**src/common/cpu_types_pkg.sv**
```systemverilog
package cpu_types_pkg;

  // ------------------------------------------------------------------------
  // widths
  // ------------------------------------------------------------------------

  // data word, also used for every byte address
  typedef logic [31:0] word_t;

  // register file index
  typedef logic [4:0]  regbits_t;

  // ------------------------------------------------------------------------
  // instruction encodings
  // ------------------------------------------------------------------------

  // primary opcode field, instr[31:26]
  typedef enum logic [5:0] {
    RTYPE = 6'b000000,
    J     = 6'b000010,
    JAL   = 6'b000011,
    BEQ   = 6'b000100,
    BNE   = 6'b000101,
    ADDIU = 6'b001001,
    SLTI  = 6'b001010,
    ANDI  = 6'b001100,
    ORI   = 6'b001101,
    LUI   = 6'b001111,
    LW    = 6'b100011,
    SW    = 6'b101011,
    HALT  = 6'b111111
  } opcode_t;

  // function field of RTYPE, instr[5:0]
  typedef enum logic [5:0] {
    SLL  = 6'b000000,
    SRL  = 6'b000010,
    JR   = 6'b001000,
    ADDU = 6'b100001,
    SUBU = 6'b100011,
    AND  = 6'b100100,
    OR   = 6'b100101,
    XOR  = 6'b100110,
    SLT  = 6'b101010
  } funct_t;

  // ALU operation select
  typedef enum logic [3:0] {
    ALU_ADD,
    ALU_SUB,
    ALU_AND,
    ALU_OR,
    ALU_XOR,
    ALU_SLT,
    ALU_SLL,
    ALU_SRL,
    ALU_LUI
  } aluop_t;

endpackage

```
**src/datapath/alu.sv**
```systemverilog
`timescale 1ns/10ps

module alu import cpu_types_pkg::*; (
  input  aluop_t     op,
  input  word_t      port_a,
  input  word_t      port_b,
  input  logic [4:0] shamt,
  output word_t      result,
  output logic       zero
);

  always_comb begin
    case (op)
      ALU_ADD: result = port_a + port_b;
      ALU_SUB: result = port_a - port_b;
      ALU_AND: result = port_a & port_b;
      ALU_OR:  result = port_a | port_b;
      ALU_XOR: result = port_a ^ port_b;
      // signed compare
      ALU_SLT: result = {31'd0, $signed(port_a) < $signed(port_b)};
      // shifts take rt on port b
      ALU_SLL: result = port_b << shamt;
      ALU_SRL: result = port_b >> shamt;
      // immediate passes through, moved up in writeback
      ALU_LUI: result = port_b;
      default: result = '0;
    endcase
  end

  // branch compare flag
  assign zero = (result == '0);

endmodule

```
**src/datapath/register_file.sv**
```systemverilog
`timescale 1ns/10ps

module register_file import cpu_types_pkg::*; (
  input  logic     CLK,
  input  logic     nRST,
  input  logic     wen,
  input  regbits_t wsel,
  input  regbits_t rsel1,
  input  regbits_t rsel2,
  input  word_t    wdat,
  output word_t    rdat1,
  output word_t    rdat2
);

  // r0 has no storage
  word_t regs [1:31];

  always_ff @(posedge CLK or negedge nRST) begin
    if (!nRST) begin
      for (int i = 1; i < 32; i++) begin
        regs[i] <= '0;
      end
    end else if (wen && wsel != '0) begin
      regs[wsel] <= wdat;
    end
  end

  // a read of the register being written sees the new value
  assign rdat1 = (rsel1 == '0) ? '0 :
                 (wen && wsel == rsel1) ? wdat : regs[rsel1];
  assign rdat2 = (rsel2 == '0) ? '0 :
                 (wen && wsel == rsel2) ? wdat : regs[rsel2];

endmodule

```
**src/datapath/control_unit.sv**
```systemverilog
`timescale 1ns/10ps

module control_unit import cpu_types_pkg::*; (
  input  word_t       instr,
  output opcode_t     opcode,
  output regbits_t    rs,
  output regbits_t    rt,
  output regbits_t    rd,
  output logic [4:0]  shamt,
  output logic [15:0] imm,
  output aluop_t      aluop,
  output logic        alu_src,
  output logic        reg_dst,
  output logic        reg_wr,
  output logic        mem_to_reg,
  output logic        dren,
  output logic        dwen,
  output logic        ext_op,
  output logic        beq,
  output logic        bne,
  output logic        jump,
  output logic        jal,
  output logic        jr,
  output logic        lui,
  output logic        halt_op
);

  funct_t funct;

  // instruction fields
  assign opcode = opcode_t'(instr[31:26]);
  assign funct  = funct_t'(instr[5:0]);
  assign rs     = instr[25:21];
  assign rt     = instr[20:16];
  assign rd     = instr[15:11];
  assign shamt  = instr[10:6];
  assign imm    = instr[15:0];

  always_comb begin
    // anything not matched below decodes as a no-op
    aluop      = ALU_ADD;
    alu_src    = 1'b0;
    reg_dst    = 1'b0;
    reg_wr     = 1'b0;
    mem_to_reg = 1'b0;
    dren       = 1'b0;
    dwen       = 1'b0;
    ext_op     = 1'b0;
    beq        = 1'b0;
    bne        = 1'b0;
    jump       = 1'b0;
    jal        = 1'b0;
    jr         = 1'b0;
    lui        = 1'b0;
    halt_op    = 1'b0;

    case (opcode)
      RTYPE: begin
        reg_dst = 1'b1;
        reg_wr  = 1'b1;
        case (funct)
          ADDU:    aluop = ALU_ADD;
          SUBU:    aluop = ALU_SUB;
          AND:     aluop = ALU_AND;
          OR:      aluop = ALU_OR;
          XOR:     aluop = ALU_XOR;
          SLT:     aluop = ALU_SLT;
          SLL:     aluop = ALU_SLL;
          SRL:     aluop = ALU_SRL;
          JR: begin
            reg_wr = 1'b0;
            jr     = 1'b1;
          end
          default: reg_wr = 1'b0;
        endcase
      end
      // immediates
      ADDIU: begin
        {alu_src, reg_wr, ext_op} = 3'b111;
      end
      SLTI: begin
        {alu_src, reg_wr, ext_op} = 3'b111;
        aluop = ALU_SLT;
      end
      ANDI: begin
        {alu_src, reg_wr} = 2'b11;
        aluop = ALU_AND;
      end
      ORI: begin
        {alu_src, reg_wr} = 2'b11;
        aluop = ALU_OR;
      end
      LUI: begin
        {alu_src, reg_wr, lui} = 3'b111;
        aluop = ALU_LUI;
      end
      // word loads and stores
      LW: begin
        {alu_src, reg_wr, ext_op, mem_to_reg, dren} = 5'b11111;
      end
      SW: begin
        {alu_src, ext_op, dwen} = 3'b111;
      end
      // branches compare by subtraction
      BEQ: begin
        {ext_op, beq} = 2'b11;
        aluop = ALU_SUB;
      end
      BNE: begin
        {ext_op, bne} = 2'b11;
        aluop = ALU_SUB;
      end
      J:    jump = 1'b1;
      JAL: begin
        {jal, reg_wr} = 2'b11;
      end
      HALT: halt_op = 1'b1;
      default: ;
    endcase
  end

endmodule

```
**src/datapath/hazard_unit.sv**
```systemverilog
`timescale 1ns/10ps

module hazard_unit import cpu_types_pkg::*; (
  input  regbits_t dec_rs,
  input  regbits_t dec_rt,
  input  logic     dec_uses_rt,
  input  regbits_t ex_wsel,
  input  logic     ex_regwr,
  input  regbits_t mem_wsel,
  input  logic     mem_regwr,
  input  logic     mem_take,
  output logic     pc_write,
  output logic     fd_stall,
  output logic     de_flush,
  output logic     fd_flush,
  output logic     em_flush
);

  logic ex_dep;
  logic mem_dep;
  logic raw;

  // writers to r0 never cause a dependence
  assign ex_dep  = ex_regwr && ex_wsel != '0 &&
                   (ex_wsel == dec_rs || (dec_uses_rt && ex_wsel == dec_rt));
  assign mem_dep = mem_regwr && mem_wsel != '0 &&
                   (mem_wsel == dec_rs || (dec_uses_rt && mem_wsel == dec_rt));
  assign raw     = ex_dep || mem_dep;

  always_comb begin
    pc_write = 1'b1;
    fd_stall = 1'b0;
    de_flush = 1'b0;
    fd_flush = 1'b0;
    em_flush = 1'b0;
    if (mem_take) begin
      // the younger three are on the wrong path
      fd_flush = 1'b1;
      de_flush = 1'b1;
      em_flush = 1'b1;
    end else if (raw) begin
      // hold decode, bubble into execute
      pc_write = 1'b0;
      fd_stall = 1'b1;
      de_flush = 1'b1;
    end
  end

endmodule

```
**src/datapath/datapath.sv**
```systemverilog
`timescale 1ns/10ps

module datapath import cpu_types_pkg::*; #(
  parameter word_t PC_INIT = '0
) (
  input  logic  CLK,
  input  logic  nRST,
  input  logic  ihit,
  input  logic  dhit,
  input  word_t imemload,
  input  word_t dmemload,
  output logic  imemREN,
  output word_t imemaddr,
  output logic  dmemREN,
  output logic  dmemWEN,
  output word_t dmemaddr,
  output word_t dmemstore,
  output logic  halt
);

  // decode outputs
  opcode_t     dec_opcode;
  regbits_t    dec_rs, dec_rt, dec_rd, dec_wsel;
  logic [4:0]  dec_shamt;
  logic [15:0] dec_imm;
  aluop_t      dec_aluop;
  logic        dec_alu_src, dec_reg_dst, dec_reg_wr, dec_mem_to_reg;
  logic        dec_dren, dec_dwen, dec_ext_op, dec_beq, dec_bne;
  logic        dec_jump, dec_jal, dec_jr, dec_lui, dec_halt, dec_uses_rt;
  word_t       dec_ext, rdat1, rdat2;

  // fetch and fetch/decode
  word_t pc, pc_plus4, fd_instr, fd_pcp4;

  // decode/execute
  logic        de_reg_wr, de_mem_to_reg, de_dren, de_dwen, de_beq, de_bne;
  logic        de_jump, de_jal, de_jr, de_lui, de_halt, de_alu_src;
  aluop_t      de_aluop;
  regbits_t    de_wsel;
  logic [4:0]  de_shamt;
  logic [25:0] de_jaddr;
  word_t       de_pcp4, de_rdat1, de_rdat2, de_ext;

  // execute/memory
  logic        em_reg_wr, em_mem_to_reg, em_dren, em_dwen, em_beq, em_bne;
  logic        em_jump, em_jal, em_jr, em_lui, em_halt, em_zero;
  regbits_t    em_wsel;
  logic [25:0] em_jaddr;
  word_t       em_pcp4, em_alu, em_rdat1, em_rdat2, em_ext;

  // memory/writeback
  logic        mw_reg_wr, mw_mem_to_reg, mw_jal, mw_lui, mw_halt;
  regbits_t    mw_wsel;
  word_t       mw_pcp4, mw_alu, mw_dload, wdat;

  word_t alu_b, alu_out, take_target;
  logic  alu_zero, mem_op, adv, mem_take, stop_data;
  logic  pc_write, fd_stall, de_flush, fd_flush, em_flush;

  control_unit u_ctrl (
    .instr(fd_instr), .opcode(dec_opcode), .rs(dec_rs), .rt(dec_rt), .rd(dec_rd),
    .shamt(dec_shamt), .imm(dec_imm), .aluop(dec_aluop), .alu_src(dec_alu_src),
    .reg_dst(dec_reg_dst), .reg_wr(dec_reg_wr), .mem_to_reg(dec_mem_to_reg),
    .dren(dec_dren), .dwen(dec_dwen), .ext_op(dec_ext_op), .beq(dec_beq),
    .bne(dec_bne), .jump(dec_jump), .jal(dec_jal), .jr(dec_jr), .lui(dec_lui),
    .halt_op(dec_halt)
  );

  register_file u_rf (
    .CLK(CLK), .nRST(nRST), .wen(mw_reg_wr), .wsel(mw_wsel), .rsel1(dec_rs),
    .rsel2(dec_rt), .wdat(wdat), .rdat1(rdat1), .rdat2(rdat2)
  );

  alu u_alu (
    .op(de_aluop), .port_a(de_rdat1), .port_b(alu_b), .shamt(de_shamt),
    .result(alu_out), .zero(alu_zero)
  );

  hazard_unit u_hazard (
    .dec_rs(dec_rs), .dec_rt(dec_rt), .dec_uses_rt(dec_uses_rt),
    .ex_wsel(de_wsel), .ex_regwr(de_reg_wr), .mem_wsel(em_wsel),
    .mem_regwr(em_reg_wr), .mem_take(mem_take), .pc_write(pc_write),
    .fd_stall(fd_stall), .de_flush(de_flush), .fd_flush(fd_flush), .em_flush(em_flush)
  );

  // --------------------------------------------------------------------------
  // advance and memory requests
  // --------------------------------------------------------------------------

  // a load or store in memory waits on dhit, otherwise on the fetch
  assign mem_op = em_dren || em_dwen;
  assign adv    = mem_op ? dhit : ihit;

  // nothing past a halt may touch memory
  assign stop_data = halt || mw_halt;
  assign imemREN   = !halt;
  assign imemaddr  = pc;
  assign dmemREN   = em_dren && !stop_data;
  assign dmemWEN   = em_dwen && !stop_data;
  assign dmemaddr  = em_alu;
  assign dmemstore = em_rdat2;

  // --------------------------------------------------------------------------
  // decode and execute helpers
  // --------------------------------------------------------------------------

  assign pc_plus4    = pc + 32'd4;
  assign dec_ext     = dec_ext_op ? {{16{dec_imm[15]}}, dec_imm} : {16'h0000, dec_imm};
  assign dec_wsel    = dec_jal ? 5'd31 : (dec_reg_dst ? dec_rd : dec_rt);
  // rt is a source for rtype, branches and sw
  assign dec_uses_rt = (dec_opcode == RTYPE) || dec_beq || dec_bne || dec_dwen;
  assign alu_b       = de_alu_src ? de_ext : de_rdat2;

  // branch and jump resolution in memory
  assign mem_take = (em_beq && em_zero) || (em_bne && !em_zero) ||
                    em_jump || em_jal || em_jr;

  always_comb begin
    if (em_jr)
      take_target = em_rdat1;
    else if (em_jump || em_jal)
      take_target = {em_pcp4[31:28], em_jaddr, 2'b00};
    else
      take_target = em_pcp4 + {em_ext[29:0], 2'b00};
  end

  // --------------------------------------------------------------------------
  // PC and control state of the stage registers
  // --------------------------------------------------------------------------

  always_ff @(posedge CLK or negedge nRST) begin
    if (!nRST) begin
      pc       <= PC_INIT;
      fd_instr <= '0;
      {de_reg_wr, de_mem_to_reg, de_dren, de_dwen, de_beq, de_bne,
       de_jump, de_jal, de_jr, de_lui, de_halt, de_alu_src} <= '0;
      {em_reg_wr, em_mem_to_reg, em_dren, em_dwen, em_beq, em_bne,
       em_jump, em_jal, em_jr, em_lui, em_halt} <= '0;
      {mw_reg_wr, mw_mem_to_reg, mw_jal, mw_lui, mw_halt} <= '0;
    end else if (adv) begin
      // no fetch completed when dhit drove the advance
      if (mem_take)
        pc <= take_target;
      else if (pc_write && !mem_op)
        pc <= pc_plus4;

      if (fd_flush)
        fd_instr <= '0;
      else if (!fd_stall)
        fd_instr <= mem_op ? '0 : imemload;

      if (de_flush)
        {de_reg_wr, de_mem_to_reg, de_dren, de_dwen, de_beq, de_bne,
         de_jump, de_jal, de_jr, de_lui, de_halt, de_alu_src} <= '0;
      else
        {de_reg_wr, de_mem_to_reg, de_dren, de_dwen, de_beq, de_bne,
         de_jump, de_jal, de_jr, de_lui, de_halt, de_alu_src} <=
          {dec_reg_wr, dec_mem_to_reg, dec_dren, dec_dwen, dec_beq, dec_bne,
           dec_jump, dec_jal, dec_jr, dec_lui, dec_halt, dec_alu_src};

      if (em_flush)
        {em_reg_wr, em_mem_to_reg, em_dren, em_dwen, em_beq, em_bne,
         em_jump, em_jal, em_jr, em_lui, em_halt} <= '0;
      else
        {em_reg_wr, em_mem_to_reg, em_dren, em_dwen, em_beq, em_bne,
         em_jump, em_jal, em_jr, em_lui, em_halt} <=
          {de_reg_wr, de_mem_to_reg, de_dren, de_dwen, de_beq, de_bne,
           de_jump, de_jal, de_jr, de_lui, de_halt};

      {mw_reg_wr, mw_mem_to_reg, mw_jal, mw_lui, mw_halt} <=
        {em_reg_wr, em_mem_to_reg, em_jal, em_lui, em_halt};
    end
  end

  // payload follows the control bits, bubbles leave it stale
  always_ff @(posedge CLK) begin
    if (adv) begin
      if (!fd_stall)
        fd_pcp4 <= pc_plus4;
      {de_aluop, de_wsel, de_shamt, de_jaddr} <=
        {dec_aluop, dec_wsel, dec_shamt, fd_instr[25:0]};
      {de_pcp4, de_rdat1, de_rdat2, de_ext} <= {fd_pcp4, rdat1, rdat2, dec_ext};
      {em_wsel, em_zero, em_jaddr} <= {de_wsel, alu_zero, de_jaddr};
      {em_pcp4, em_alu, em_rdat1, em_rdat2, em_ext} <=
        {de_pcp4, alu_out, de_rdat1, de_rdat2, de_ext};
      mw_wsel  <= em_wsel;
      mw_pcp4  <= em_pcp4;
      mw_alu   <= em_alu;
      mw_dload <= dmemload;
    end
  end

  // --------------------------------------------------------------------------
  // writeback and halt
  // --------------------------------------------------------------------------

  always_comb begin
    if (mw_lui)
      wdat = {mw_alu[15:0], 16'h0000};
    else if (mw_jal)
      wdat = mw_pcp4;
    else if (mw_mem_to_reg)
      wdat = mw_dload;
    else
      wdat = mw_alu;
  end

  // sticky until reset
  always_ff @(posedge CLK or negedge nRST) begin
    if (!nRST)
      halt <= 1'b0;
    else if (mw_halt)
      halt <= 1'b1;
  end

endmodule

```
**src/design/request_arbiter.sv**
```systemverilog
`timescale 1ns/10ps

module request_arbiter import cpu_types_pkg::*; (
  input  logic  CLK,
  input  logic  nRST,
  input  logic  imemREN,
  input  word_t imemaddr,
  input  logic  dmemREN,
  input  logic  dmemWEN,
  input  word_t dmemaddr,
  input  word_t dmemstore,
  output logic  ihit,
  output logic  dhit,
  output word_t imemload,
  output word_t dmemload,
  output logic  mem_ren,
  output logic  mem_wen,
  output word_t mem_addr,
  output word_t mem_wdata,
  input  word_t mem_rdata,
  input  logic  mem_ready
);

  typedef enum logic {IDLE, DATA_DONE} state_t;

  state_t state;
  logic   d_sel;

  // data wins, except right after a data access while the fetch resumes
  assign d_sel = (dmemREN || dmemWEN) && state == IDLE;

  assign mem_ren   = d_sel ? dmemREN : imemREN;
  assign mem_wen   = d_sel && dmemWEN;
  assign mem_addr  = d_sel ? dmemaddr : imemaddr;
  assign mem_wdata = dmemstore;

  assign dhit     = d_sel && mem_ready;
  assign ihit     = !d_sel && imemREN && mem_ready;
  assign imemload = mem_rdata;
  assign dmemload = mem_rdata;

  // leave DATA_DONE once the fetch is done, so a fetch is never cut short
  always_ff @(posedge CLK or negedge nRST) begin
    if (!nRST)
      state <= IDLE;
    else if (state == IDLE && dhit)
      state <= DATA_DONE;
    else if (state == DATA_DONE && (ihit || !imemREN))
      state <= IDLE;
  end

endmodule

```
**src/design/cpu_core.sv**
```systemverilog
`timescale 1ns/10ps

module cpu_core import cpu_types_pkg::*; #(
  parameter word_t PC_INIT = '0
) (
  input  logic  CLK,
  input  logic  nRST,
  output logic  mem_ren,
  output logic  mem_wen,
  output word_t mem_addr,
  output word_t mem_wdata,
  input  word_t mem_rdata,
  input  logic  mem_ready,
  output logic  halt
);

  logic  ihit, dhit, imemREN, dmemREN, dmemWEN;
  word_t imemload, dmemload, imemaddr, dmemaddr, dmemstore;

  datapath #(.PC_INIT(PC_INIT)) u_datapath (
    .CLK(CLK), .nRST(nRST), .ihit(ihit), .dhit(dhit), .imemload(imemload),
    .dmemload(dmemload), .imemREN(imemREN), .imemaddr(imemaddr),
    .dmemREN(dmemREN), .dmemWEN(dmemWEN), .dmemaddr(dmemaddr),
    .dmemstore(dmemstore), .halt(halt)
  );

  // single memory port shared by fetch and data
  request_arbiter u_arbiter (
    .CLK(CLK), .nRST(nRST), .imemREN(imemREN), .imemaddr(imemaddr),
    .dmemREN(dmemREN), .dmemWEN(dmemWEN), .dmemaddr(dmemaddr),
    .dmemstore(dmemstore), .ihit(ihit), .dhit(dhit), .imemload(imemload),
    .dmemload(dmemload), .mem_ren(mem_ren), .mem_wen(mem_wen),
    .mem_addr(mem_addr), .mem_wdata(mem_wdata), .mem_rdata(mem_rdata),
    .mem_ready(mem_ready)
  );

endmodule

```
**config.mk**
```make
export PLATFORM = sky130hd
export DESIGN_NAME = cpu_core
export DESIGN_NICKNAME = d
export VERILOG_FILES = /design/src/common/cpu_types_pkg.sv /design/src/datapath/alu.sv /design/src/datapath/register_file.sv /design/src/datapath/control_unit.sv /design/src/datapath/hazard_unit.sv /design/src/datapath/datapath.sv /design/src/design/request_arbiter.sv /design/src/design/cpu_core.sv
export SDC_FILE = /design/constraint.sdc
export NUM_CORES = 2
export LEC_CHECK = 0
export BUFFER_PORTS_ARGS = -buffer_cell sky130_fd_sc_hd__buf_2
export CORE_MARGIN = 4
export CORE_UTILIZATION = 55
export DETAILED_ROUTE_END_ITERATION = 7
export PLACE_DENSITY = 0.71
export SLEW_MARGIN = 15
export SYNTH_ARGS = -nofsm -noshare
export SYNTH_HDL_FRONTEND = slang
export SYNTH_HIERARCHICAL = 1
export SYNTH_SLANG_ARGS = --single-unit
```
**constraint.sdc**
```tcl
create_clock -name CLK -period 24.4 [get_ports CLK]
set_input_delay 7.32 -clock CLK [delete_from_list [all_inputs] [get_ports CLK]]
set_output_delay 7.32 -clock CLK [all_outputs]
set_load 0.1 [all_outputs]
```
==> summary.md <==
| Metric | Value |
|---|---|
| Post-CTS Setup Bufs | `0` |
| Number of H-tree levels | `4` |
| Final Max Slew Viols | `0` |
| Placer Congestion | `1.02` |
| Cell accounting for the most synthesized area | `dfrtp_1` |
| RSZ-0062 raised after global routing | `false` |
| Vias | `63000` |
| Synthesis warning total | `6` |
| Total GRT Usage | `0.367` |
| Slew @ Worst Pin | `1.30 ns` |
| Arrival time of the worst setup path | `3.03 ns` |
| Final #Nets | `6728` |
| # rows | `146` |
| Clock Skews | `0.0525 ns` |
| Pin count of the biggest net entering global routing | `180` |
| Register area | `0.0411 mm^2` |
| Area share of the largest cell type after synthesis | `0.310` |
| Top cells by count, synth | `1134 x mux2_2, 1086 x dfrtp_1, 463 x edfxtp_1` |
| 1st-iter DRT viols | `9053` |
| Startpoint types | `register` |
| Die area | `0.166 mm^2` |
| DRC | `0` |
| Worst r2r src | `u_datapath/de_alu_src` |
| Pwr dens | `123 mW/mm^2` |
| Period utilization | `0.424` |
| Number of global-route vias before repair | `61500` |
| CTS Buf Count | `165` |
| Routed WL | `310000 um` |
| Maximum vdd drop | `96.6 uV` |
| Core ar. | `0.159 mm^2` |
| Most numerous cell in the Yosys netlist | `mux2_2` |
| Worst slew margin | `0.124` |
| Drt via density | `7.18` |
| Psw | `4.72 mW` |
| Post-DRT Antenna Nets | `0` |
| Post-synth EDFFs | `463` |
| I/O Pins | `102` |
| Clock Latency Late Sink | `0.84 ns` |
| CTS tree | `built` |
| Die W | `407 um` |
| Critical setup path kind | `register to primary output` |
| Hold path start | `u_datapath/de_pcp4[19]` |
| Fillcell total | `12400` |
| Drt pass-1 iters | `8` |
| Async SR Flop Fraction | `0.701` |
| Initial antenna violation count | `16` |
| Clock share of power | `0.214` |
| # clock sinks | `1549` |
| Initial Utilization | `0.554` |
| Critical Path Sink Type | `primary output` |
| Fraction of layout cells with a size suffix above 1 | `0.346` |
| Combinational Power Share | `0.433` |
| Synth Flop Type | `dfrtp_1` |
| Total global routing overflow | `0` |
| Worst setup path start | `u_datapath/halt` |
| Dpl cells | `8469` |
| Post-route insts no fill | `8776` |
| Largest register by flop count | `u_datapath/u_rf/regs` |
| Hold_buf cts | `0` |
| Synth Register Bits | `1549` |
| Int Pwr | `6.94 mW` |
| Sequential share of power | `0.353` |
| DPL Wire Length | `200000 um` |
| Post_cts resized | `0` |
| Seq/Total Area, Yosys | `0.468` |
| Final setup violating endpoints | `0` |
| Max Fclk | `0.0966 GHz` |
| Req. time, crit path | `17.08 ns` |
| Synth area leaders | `dfrtp_1 31%, edfxtp_1 16%, mux2_2 15%` |
| Mapped Area | `0.0878 mm^2` |
| Synth cell types | `113` |
| Post-synthesis cell count | `6849` |
| Syn avg cell area | `12.8 um^2` |
| Final hold vios | `0` |
| Status | `finished, final reports clean` |
| Routed wire per std cell | `35.3 um` |
| # port buffers | `101` |
| Sw frac | `0.405` |
| Net Count, Synth | `7013` |
| Clock Path Buffers | `3` |
| Max-cap viol count | `0` |
| LEAKAGE | `39.3 nW` |
| CP max FO | `35` |
| Final worst hold slack | `0.397 ns` |
| Root Buffer | `clkbuf_16` |
| Setup TNS | `0 ns` |
| Area growth, synth to finish | `7.64%` |
| Clock transition at path regs | `0.06 ns` |
| Max reg flops | `992` |
| Post-route total power | `11.7 mW` |
| Area of the multi-input gates | `0.0427 mm^2` |
| Min Tclk post-route | `10.35 ns` |
| Hold WC Path Type | `register to register` |
| Die Y | `407 um` |
| First-pass GRT wire length | `445000 um` |
metal layers:
layer | share of wire | global-route usage | wire length, um
met1 | 0.38 | 0.496 | 118000
met2 | 0.44 | 0.542 | 137000
met3 | 0.11 | 0.0913 | 34600
met4 | 0.068 | 0.211 | 21000
met5 | 0.00024 | 0 | 74
through the flow:
stage          setup WS (ns)   util  area (um^2)
2_1_floorplan           3.71      -        87800
3_3_place_gp           13.59  0.561        89000
3_5_place_dp           13.50  0.561        89000
4_1_cts                14.02  0.595        94400
5_1_grt                13.96  0.596        94500
6_report               14.05  0.596        94500
area by class of cell:
cell class,instances,share of cell area
Clock inverter,61,0.00801
Multi-Input combinational cell,4407,0.452
Antenna cell,11,0.000291
Timing Repair Buffer,293,0.0220
Sequential cell,1549,0.435
Clock buffer,235,0.0491
Inverter,148,0.00596
Tap cell,2072,0.0274
layout by cell type, fill, tap and decap left out, types with 30 or more instances in the layout:
cell,n
xnor2_1,61
nand2b_1,53
o21ai_0,175
nor2b_1,38
and3_1,30
buf_2,100
buf_4,182
a221oi_1,97
xor2_1,38
mux2i_1,183
a22o_1,81
a221o_1,57
nor3_1,121
nor2_1,330
mux2_2,1134
clkbuf_16,165
dfrtp_1,1073
o22ai_1,54
ha_1,126
nand3_1,81
edfxtp_1,463
nand2_1,285
mux4_2,462
a21oi_1,207
a211oi_1,87
a31oi_1,37
clkbuf_1,45
a21o_1,42
a22oi_1,39
o211ai_1,39
inv_1,141
critical path, stage by stage (launching register included):
cell,delay (ns)
dfrtp_1,0.39
or2_2,0.33
nor2_1,0.23
o21bai_4,0.09
buf_4,0.31
mux2_2,0.38
buf_2,0.44
power groups by stage:
stage                     registers [mW]  logic (mW)  clock network (mW)
final                               4.12        5.05                2.50
after CTS                           4.08        4.93                2.53
after global routing                4.20        5.25                2.65
after floorplan                     3.82        3.62                   0
after detailed placement            4.13        4.91                   0
after global placement              4.07        4.84                   0
cell families after synthesis:
group                      after synthesis  synth area share
AOI/OAI and AO/OA                     1186            0.0972
xor gates and xnor gates                99           0.00988
adders and majority gates              129            0.0186
buffers and inverters                  893            0.0510
DFF                                   1549             0.468
muxes                                 1814             0.291
and+or+nand+nor                       1179            0.0641
path summary, 6_finish.rpt:
kind / endpoint / slack, ns / depth (start not counted)
worst max-delay path: mem_addr[0] / 14.05 / 6
worst min-delay path: u_datapath/em_pcp4[19] / 0.40 / 0
worst max register to register: u_datapath/em_zero / 17.96 / 15
worst min register to register: u_datapath/em_pcp4[19] / 0.40 / 0
max in group asynchronous: u_datapath/u_rf/regs[785] / 14.45 / 4
min in group asynchronous: u_datapath/u_rf/regs[694] / 6.53 / 1
Power figures use the tool's default switching activity.
